==> src/heap_pkg.sv <==
/*
 * heap package
 * word and cell-index widths, tag bits, reserved word constants
 * and the opcode passed between the heap pipeline stages
 */

`default_nettype none

package heap_pkg;

    // sizes
    localparam int DATA_SZ = 16;                    // bits per tagged word
    localparam int ADDR_SZ = 8;                     // bits per cell index
    localparam int MEM_MAX = 1 << ADDR_SZ;          // cells in the heap

    // tagged word and cell index
    typedef logic [DATA_SZ-1:0] word_t;
    typedef logic [ADDR_SZ-1:0] index_t;

    // type tags
    localparam word_t DIR_TAG = 16'h8000;           // fixnum, else pointer
    localparam word_t MUT_TAG = 16'h4000;           // mutable cell
    localparam word_t OPQ_TAG = 16'h2000;           // opaque capability
    localparam word_t VLT_TAG = 16'h1000;           // volatile cell

    // reserved constants
    localparam word_t UNDEF = 16'h0000;             // no address
    localparam word_t NIL   = 16'h0001;             // empty list, ends the free-list
    localparam word_t TRUE  = 16'h0002;             // boolean true
    localparam word_t FALSE = 16'h0003;             // boolean false
    localparam word_t UNIT  = 16'h0004;             // inert result
    localparam word_t ZERO  = 16'h8000;             // fixnum +0

    // every heap pointer carries this tag pattern
    localparam word_t HEAP_BASE = MUT_TAG | VLT_TAG;

    // decoded request, one per cycle
    typedef enum logic [2:0] {
        OP_NONE,                                    // idle
        OP_ALLOC,                                   // alloc only
        OP_FREE,                                    // free only
        OP_PASS,                                    // alloc and free together
        OP_WRITE,                                   // write only
        OP_READ,                                    // read only
        OP_RW,                                      // write and read together
        OP_CONFLICT                                 // both ports at once
    } heap_op_e;

endpackage

`default_nettype wire

==> src/heap_cmd_if.sv <==
/*
 * heap command bus
 * decoded request from the decode stage to the allocation stage,
 * one new opcode every cycle and no handshake
 */

`timescale 1ns/1ps
`default_nettype none

interface heap_cmd_if;

    heap_pkg::heap_op_e op;                         // stage opcode
    heap_pkg::word_t    data;                       // alloc initial data
    heap_pkg::word_t    addr;                       // pointer being freed
    heap_pkg::index_t   waddr;                      // write cell
    heap_pkg::word_t    wdata;                      // write data
    heap_pkg::index_t   raddr;                      // read cell

    modport src (output op, data, addr, waddr, wdata, raddr);
    modport dst (input  op, data, addr, waddr, wdata, raddr);

endinterface

`default_nettype wire

==> src/heap_mem_if.sv <==
/*
 * heap store bus
 * write, registered data read and combinational link read
 */

`timescale 1ns/1ps
`default_nettype none

interface heap_mem_if;

    logic             we;                           // write strobe
    heap_pkg::index_t widx;                         // write cell
    heap_pkg::word_t  wdata;                        // write data
    logic             re;                           // read strobe
    heap_pkg::index_t ridx;                         // read cell
    heap_pkg::index_t link_idx;                     // free-list head cell
    heap_pkg::word_t  link_data;                    // link stored in head cell

    modport ctl (output we, widx, wdata, re, ridx, link_idx, input link_data);
    modport mem (input we, widx, wdata, re, ridx, link_idx, output link_data);

endinterface

`default_nettype wire

==> src/heap_alloc.sv <==
/*
 * heap allocation stage
 * keeps heap top, free-list head, free count and the sticky error,
 * picks the cell for each request and drives the store commands
 */

`timescale 1ns/1ps
`default_nettype none

module heap_alloc (
    input  wire             i_clk,                  // domain clock
    input  wire             i_reset,                // sync reset, active high

    heap_cmd_if.dst         i_cmd,                  // from decode stage
    heap_mem_if.ctl         o_mem,                  // to cell store

    output heap_pkg::word_t o_addr,                 // allocated pointer
    output logic            o_err                   // sticky error, heap halted
);

    heap_pkg::word_t             mem_top;           // next fresh cell, tagged
    heap_pkg::word_t             mem_next;          // free-list head, tagged or NIL
    heap_pkg::index_t            mem_free;          // cells on the free-list
    logic [heap_pkg::ADDR_SZ:0]  next_top;          // extra bit for overflow
    logic                        free_f;            // free-list has a cell
    heap_pkg::index_t            top_idx;
    heap_pkg::index_t            head_idx;

    assign top_idx  = mem_top[heap_pkg::ADDR_SZ-1:0];
    assign head_idx = mem_next[heap_pkg::ADDR_SZ-1:0];
    assign next_top = {1'b0, top_idx} + 1'b1;
    assign free_f   = (mem_next & heap_pkg::MUT_TAG) != '0;  // NIL has no MUT_TAG

    // store commands, combinational so they land on the next edge
    always_comb begin
        o_mem.we       = 1'b0;
        o_mem.widx     = i_cmd.waddr;
        o_mem.wdata    = i_cmd.wdata;
        o_mem.re       = 1'b0;
        o_mem.ridx     = i_cmd.raddr;
        o_mem.link_idx = head_idx;                  // link of head always visible
        if (!o_err) begin
            case (i_cmd.op)
                heap_pkg::OP_ALLOC: begin
                    o_mem.we    = 1'b1;
                    o_mem.widx  = free_f ? head_idx : top_idx;
                    o_mem.wdata = i_cmd.data;
                end
                heap_pkg::OP_FREE: begin
                    o_mem.we    = 1'b1;
                    o_mem.widx  = i_cmd.addr[heap_pkg::ADDR_SZ-1:0];
                    o_mem.wdata = mem_next;         // old head becomes the link
                end
                heap_pkg::OP_PASS: begin
                    o_mem.we    = 1'b1;
                    o_mem.widx  = i_cmd.addr[heap_pkg::ADDR_SZ-1:0];
                    o_mem.wdata = i_cmd.data;
                end
                heap_pkg::OP_WRITE: o_mem.we = 1'b1;
                heap_pkg::OP_READ:  o_mem.re = 1'b1;
                heap_pkg::OP_RW: begin
                    o_mem.we = 1'b1;
                    o_mem.re = 1'b1;                // read sees the old value
                end
                default: ;                          // idle or conflict
            endcase
        end
    end

    // heap state and result
    always_ff @(posedge i_clk) begin
        if (i_reset) begin
            o_addr   <= heap_pkg::UNDEF;
            o_err    <= 1'b0;
            mem_top  <= heap_pkg::HEAP_BASE;        // index 0
            mem_next <= heap_pkg::NIL;
            mem_free <= '0;
        end else begin
            o_addr <= heap_pkg::UNDEF;              // no alloc this cycle
            if (!o_err) begin
                case (i_cmd.op)
                    heap_pkg::OP_ALLOC: begin
                        if (free_f) begin
                            o_addr   <= mem_next;   // reuse newest freed cell
                            mem_next <= o_mem.link_data;  // pop
                            mem_free <= mem_free - 1'b1;
                        end else begin
                            o_addr <= mem_top;
                            if (next_top[heap_pkg::ADDR_SZ]) begin
                                o_err <= 1'b1;      // out of heap
                            end else begin
                                mem_top <= {mem_top[heap_pkg::DATA_SZ-1:heap_pkg::ADDR_SZ],
                                            next_top[heap_pkg::ADDR_SZ-1:0]};
                            end
                        end
                    end
                    heap_pkg::OP_FREE: begin
                        mem_next <= i_cmd.addr;     // push
                        mem_free <= mem_free + 1'b1;
                    end
                    heap_pkg::OP_PASS: o_addr <= i_cmd.addr;
                    heap_pkg::OP_CONFLICT: o_err <= 1'b1;
                    default: ;                      // memory ops go to the store
                endcase
            end
        end
    end

    // count and head must agree on an empty list
    a_free_cnt : assert property (
        @(posedge i_clk) disable iff (i_reset)
        (mem_free == '0) == (mem_next == heap_pkg::NIL)
    ) else $error("heap_alloc: free count and free-list head disagree");

    // halted heap leaves the store alone
    a_halt_nowr : assert property (
        @(posedge i_clk) disable iff (i_reset)
        o_err |-> !o_mem.we
    ) else $error("heap_alloc: store written after error");

endmodule

`default_nettype wire

==> src/heap_decode.sv <==
/*
 * heap decode stage
 * samples the pointer and memory strobes, folds them into one
 * opcode per cycle and registers it with its operands
 */

`timescale 1ns/1ps
`default_nettype none

module heap_decode (
    input  wire             i_clk,                  // domain clock
    input  wire             i_reset,                // synchronous active-high reset

    input  wire             i_alloc,                // alloc request
    input  heap_pkg::word_t i_data,                 // initial data
    input  wire             i_free,                 // free request
    input  heap_pkg::word_t i_addr,                 // pointer to free

    input  wire             i_wr,                   // write request
    input  heap_pkg::word_t i_waddr,                // write pointer
    input  heap_pkg::word_t i_wdata,                // write data
    input  wire             i_rd,                   // read request
    input  heap_pkg::word_t i_raddr,                // read pointer

    heap_cmd_if.src         o_cmd                   // to allocation stage
);

    logic               ptr_req;                    // pointer port busy
    logic               mem_req;                    // memory port busy
    heap_pkg::heap_op_e op_nxt;                     // classified request

    assign ptr_req = i_alloc | i_free;
    assign mem_req = i_wr | i_rd;

    // both ports at once is a conflict
    always_comb begin
        if (ptr_req && mem_req) begin
            op_nxt = heap_pkg::OP_CONFLICT;
        end else if (i_alloc && i_free) begin
            op_nxt = heap_pkg::OP_PASS;             // freed cell comes straight back
        end else if (i_alloc) begin
            op_nxt = heap_pkg::OP_ALLOC;
        end else if (i_free) begin
            op_nxt = heap_pkg::OP_FREE;
        end else if (i_wr && i_rd) begin
            op_nxt = heap_pkg::OP_RW;
        end else if (i_wr) begin
            op_nxt = heap_pkg::OP_WRITE;
        end else if (i_rd) begin
            op_nxt = heap_pkg::OP_READ;
        end else begin
            op_nxt = heap_pkg::OP_NONE;             // idle cycle
        end
    end

    // opcode register
    always_ff @(posedge i_clk) begin
        if (i_reset) begin
            o_cmd.op <= heap_pkg::OP_NONE;
        end else begin
            o_cmd.op <= op_nxt;
        end
    end

    // operands ride along with the opcode
    always_ff @(posedge i_clk) begin
        o_cmd.data  <= i_data;
        o_cmd.addr  <= i_addr;                      // full word becomes head or o_addr
        o_cmd.waddr <= i_waddr[heap_pkg::ADDR_SZ-1:0];  // cell index only
        o_cmd.wdata <= i_wdata;
        o_cmd.raddr <= i_raddr[heap_pkg::ADDR_SZ-1:0];
    end

    // the allocation stage trusts a known opcode every cycle
    a_op_known : assert property (
        @(posedge i_clk) disable iff (i_reset)
        !$isunknown(o_cmd.op)
    ) else $error("heap_decode: opcode register unknown");

endmodule

`default_nettype wire

==> src/heap_store.sv <==
/*
 * heap cell store
 * 256 tagged words, one synchronous write, a registered data read
 * and a combinational read of the free-list link
 */

`timescale 1ns/1ps
`default_nettype none

module heap_store (
    input  wire             i_clk,                  // domain clock
    heap_mem_if.mem         i_mem,                  // from allocation stage
    output heap_pkg::word_t o_rdata                 // data read, held between reads
);

    heap_pkg::word_t ram_cell [heap_pkg::MEM_MAX];  // cell array

    // write port
    always_ff @(posedge i_clk) begin
        if (i_mem.we) begin
            ram_cell[i_mem.widx] <= i_mem.wdata;
        end
    end

    // registered data read, old value on same-cycle write
    always_ff @(posedge i_clk) begin
        if (i_mem.re) begin
            o_rdata <= ram_cell[i_mem.ridx];
        end
    end

    // link of the free-list head, needed in the same cycle as the pop
    assign i_mem.link_data = ram_cell[i_mem.link_idx];

    // strobes from the allocation stage must be clean at every edge
    a_strobes_known : assert property (
        @(posedge i_clk)
        !$isunknown({i_mem.we, i_mem.re})
    ) else $error("heap_store: unknown write or read strobe");

endmodule

`default_nettype wire

==> src/heap_top.sv <==
/*
 * linked-memory heap allocator
 * pointer port allocates and frees cells, memory port writes and reads
 * them, three stages with results two edges after the request
 */

`timescale 1ns/1ps
`default_nettype none

module heap_top (
    input  wire             i_clk,                  // domain clock
    input  wire             i_reset,                // sync reset, active high

    // pointer port
    input  wire             i_alloc,                // alloc request
    input  heap_pkg::word_t i_data,                 // initial data
    input  wire             i_free,                 // free request
    input  heap_pkg::word_t i_addr,                 // pointer to free
    output heap_pkg::word_t o_addr,                 // allocated pointer, UNDEF if none

    // memory port
    input  wire             i_wr,                   // write request
    input  heap_pkg::word_t i_waddr,                // write pointer
    input  heap_pkg::word_t i_wdata,                // write data
    input  wire             i_rd,                   // read request
    input  heap_pkg::word_t i_raddr,                // read pointer
    output heap_pkg::word_t o_rdata,                // data read

    output wire             o_err                   // sticky error
);

    heap_cmd_if cmd_bus ();                         // decode -> alloc
    heap_mem_if mem_bus ();                         // alloc -> store

    // stage 1, request decode
    heap_decode u_decode (
        .i_clk   (i_clk),
        .i_reset (i_reset),
        .i_alloc (i_alloc),
        .i_data  (i_data),
        .i_free  (i_free),
        .i_addr  (i_addr),
        .i_wr    (i_wr),
        .i_waddr (i_waddr),
        .i_wdata (i_wdata),
        .i_rd    (i_rd),
        .i_raddr (i_raddr),
        .o_cmd   (cmd_bus.src)
    );

    // stage 2, allocation
    heap_alloc u_alloc (
        .i_clk   (i_clk),
        .i_reset (i_reset),
        .i_cmd   (cmd_bus.dst),
        .o_mem   (mem_bus.ctl),
        .o_addr  (o_addr),
        .o_err   (o_err)
    );

    // stage 3, cell storage
    heap_store u_store (
        .i_clk   (i_clk),
        .i_mem   (mem_bus.mem),
        .o_rdata (o_rdata)
    );

endmodule

`default_nettype wire

==> config.mk <==
export PLATFORM = sky130hd
export DESIGN_NAME = heap_top
export DESIGN_NICKNAME = d
export VERILOG_FILES = /design/src/heap_pkg.sv /design/src/heap_cmd_if.sv /design/src/heap_mem_if.sv /design/src/heap_alloc.sv /design/src/heap_decode.sv /design/src/heap_store.sv /design/src/heap_top.sv
export SDC_FILE = /design/constraint.sdc
export NUM_CORES = 2
export LEC_CHECK = 0
export BUFFER_PORTS_ARGS = -buffer_cell sky130_fd_sc_hd__buf_2
export CORE_MARGIN = 5
export CORE_UTILIZATION = 45
export CTS_BUF_LIST = sky130_fd_sc_hd__clkbuf_8 sky130_fd_sc_hd__clkbuf_16
export DETAILED_ROUTE_END_ITERATION = 12
export HOLD_SLACK_MARGIN = 0.02
export PLACE_DENSITY = 0.63
export SYNTH_ARGS = -nofsm -noshare
export SYNTH_HDL_FRONTEND = slang
export SYNTH_SLANG_ARGS = --single-unit
==> constraint.sdc <==
create_clock -name i_clk -period 42.2 [get_ports i_clk]
set_input_delay 2.11 -clock i_clk [delete_from_list [all_inputs] [get_ports i_clk]]
set_output_delay 2.11 -clock i_clk [all_outputs]
set_load 0.1 [all_outputs]
==> metrics <==
Post-synth ARST share 0%; Synth Area in Adders less than 1%; Synth Area in Compound Gates approximately 1.7%; maximum clock insertion buffer count 4; Setup crit end u_store.o_rdata[5]$_DFFE_PP_; FF-to-FF setup slack approximately 35 ns; Clock Tree Root clkbuf_16; post-route ant nets 0; worst hold path class reg -> reg; core area about 430000 um2; post-synthesis mux area share about 30%; # hold bufs at CTS 0; Layout area overhead 12.4%; postcts setup bufs 0; Yosys warnings 0; failing checks max-capacitance violations, max-slew violations; Worst R2R Start u_decode.o_cmd.raddr[0]$_DFF_P_; Fin Clk Skew approximately 0.07 ns; Slowest cell on crit path a22oi_1; CTS H-Tree Depth 5; crit-path max FO 78; largest net degree at the start of global routing ~230; Setup crit start kind flop; unrepaired setup endpoints after global routing false; Worst-path clk slew 0.06 ns; CP most frequent cell buf_4; Mapped Area between 150000 and 200000 um2; via count between 100k and 150k; fill count 33300; Die W 664 um; Final Util a little over 50%; max incr delay on CP 0.98 ns; main combinational cell family by area after synthesis multiplexers; CP Capture Type flop; TNS Setup 0 ns; Reg-to-Reg End u_store.o_rdata[5]$_DFFE_PP_; IO buf count 102; initial core utilization a little under half; register area share after synthesis approximately 65%; leading cell type in the layout, fill and taps excluded edfxtp_1; CP bufs+invs 5; Tightest Pin Transition approximately 1.6 ns; LEAKAGE around 0.066 uW; VDD IR max roughly 0.035 mV; cell count after synthesis roughly 8700; crit path from u_decode.o_cmd.raddr[0]$_DFF_P_; Avg Synthesized Cell Area approximately 22 um2; hold slack roughly 0.57 ns; min Tclk post-route 7.55 ns; GRT overflow 0; cell row count 240; maximum capacitance violations 1; CTS Buf Count approximately 440; Final HPWL DP between 300 and 400 mm; Die Y between 600 and 700 um; top-level I/O count roughly 120; Critical Path RT ~43 ns; Crit Path Category reg -> reg; layout cells sized above 1 43.2%; synth unique cells between 60 and 70; fin crit share between 10% and 20%; # clock sinks about 4200; XOR/XNOR Fraction of Synth Area 0.0364%; max_slew headroom -5.12%; register area between 100000 and 150000 um2; Crit path max-delay family buffers and inverters; Max Clk Rate around 0.13 GHz; die area around 440000 um2; vias in the first global route ~110k; Final #Nets 9028; outcome complete, but fails checks; Routed Wire Length 629 mm; Worst path depth 10; DR vias/cell roughly 7; Net Count, Synth 8751; P per Cell Area between 40 and 50 nW/um2; drt pass-1 iters 8; cts repair resizes 0; Final Hold Vio Count 0; routed length per instance between 40 and 50 um; Clock Latency Late Sink ~1.0 ns; DRC 0; detailed router's first-iteration violation count roughly 16000; Pins Over Slew Limit 64; number of synthesized flops with an enable pin 4112; Simple-Gate Fraction of Synth Area under 10%; area of the multi-input gates about 65000 um2; first-pass GRT wire length just under 900 mm; commonest non-fill, non-tap cells in the layout edfxtp_1, mux4_2, clkbuf_16, buf_4, nor2_2; total track usage 28.1%; crit-path cells buf_4, buf_4, buf_12, buf_4, buf_4, mux4_2, mux4_2, a22oi_1, a21oi_1, or4_1; Synth Register Bits 4228; GP Congestion around 1; Synth Flop Type edfxtp_1; Reg2Reg Depth 10; CTS tree done; Critical Path AT ~8.3 ns; count of final setup violators 0; antenna violations before repair 66
-- worst min path at each step --
stage / start / endpoint / slack, ns / cells after the start
floorplan: u_decode.o_cmd.addr[14]$_DFF_P_ / u_alloc.o_addr[14]$_SDFF_PP0_ / 0.43 / 2
global placement: u_alloc.mem_top[6]$_SDFFE_PP0P_ / u_alloc.mem_top[6]$_SDFFE_PP0P_ / 0.54 / 2
detailed placement: u_alloc.mem_top[6]$_SDFFE_PP0P_ / u_alloc.mem_top[6]$_SDFFE_PP0P_ / 0.54 / 2
CTS: u_alloc.mem_top[6]$_SDFFE_PP0P_ / u_alloc.mem_top[6]$_SDFFE_PP0P_ / 0.56 / 2
global route: u_alloc.mem_top[6]$_SDFFE_PP0P_ / u_alloc.mem_top[6]$_SDFFE_PP0P_ / 0.58 / 2
finish: u_alloc.mem_top[6]$_SDFFE_PP0P_ / u_alloc.mem_top[6]$_SDFFE_PP0P_ / 0.57 / 2
-- flip-flops by register name, indices dropped and copies added, names as in the netlist, named ones only --
name / cells
u_store.ram_cell: 4096
u_decode.o_cmd.op: 3
u_store.o_rdata: 16
u_alloc.mem_top: 8
u_alloc.o_addr: 16
u_decode.o_cmd.addr: 16
u_decode.o_cmd.raddr: 8
u_alloc.mem_next: 16
u_decode.o_cmd.waddr: 8
u_decode.o_cmd.wdata: 16
u_alloc.o_err: 1
u_decode.o_cmd.data: 16
-- cell usage after synthesis (all sizes together), types with 23 or more instances --
cell	number	share of area, %
a21oi	100	0.26
a22oi	171	0.67
buf	372	0.96
clkbuf	327	0.64
dfxtp	116	1.2
edfxtp	4112	64
mux2	40	0.23
mux2i	47	0.24
mux4	2514	29
nand2	115	0.22
nand3	45	0.12
nor2	348	0.68
o21ai	49	0.13
o22ai	65	0.21
or4	23	0.090
-- layout make-up --
cell class                 count  share of cell area [%]
sequential                  4228                    58.1
multi-input combinational   3732                    30.0
clock buffer                 450                    5.17
tap                         5687                    3.29
timing repair buffer         533                    1.83
clock inverter               367                    1.44
antenna                       87                   0.101
inverter                       5                 0.00867
-- layer usage --
metal | GRT usage (%) | wire length, um
met1 | 36.3 | 218000
met2 | 43.3 | 295000
met3 | 7.87 | 71800
met4 | 15.9 | 43300
met5 | 0.217 | 415
-- where the power goes --
part	switching, uW	internal, uW	total (uW)
registers	26.6	4710	4740
clock network	1680	2200	3880
logic	547	315	862
-- worst min-delay path: stages, from the launching register on --
cell     delay [ns]
dfxtp_1        0.37
xor2_1         0.09
nor2_1         0.08
-- kinds of logic after synthesis --
group | after synthesis
xor+xnor | 8
mux | 2601
flops | 4228
fa+ha+maj | 1
simple gates | 634
buf+inv | 704
compound gates | 488
-- per-stage QoR --
step / instance area [um2] / instances / worst slack (ns) / total power (uW)
finish: 216000 / 15100 / 34.65 / 9480
global route: 216000 / 15100 / 34.24 / 9740
CTS: 216000 / 15000 / 34.51 / 9520
detailed placement: 202000 / 14200 / 34.52 / 5680
global placement: 202000 / 14200 / 34.53 / 5660
floorplan: 193000 / 8664 / 28.56 / 5450
No activity file was read; power rests on OpenSTA's default activity.
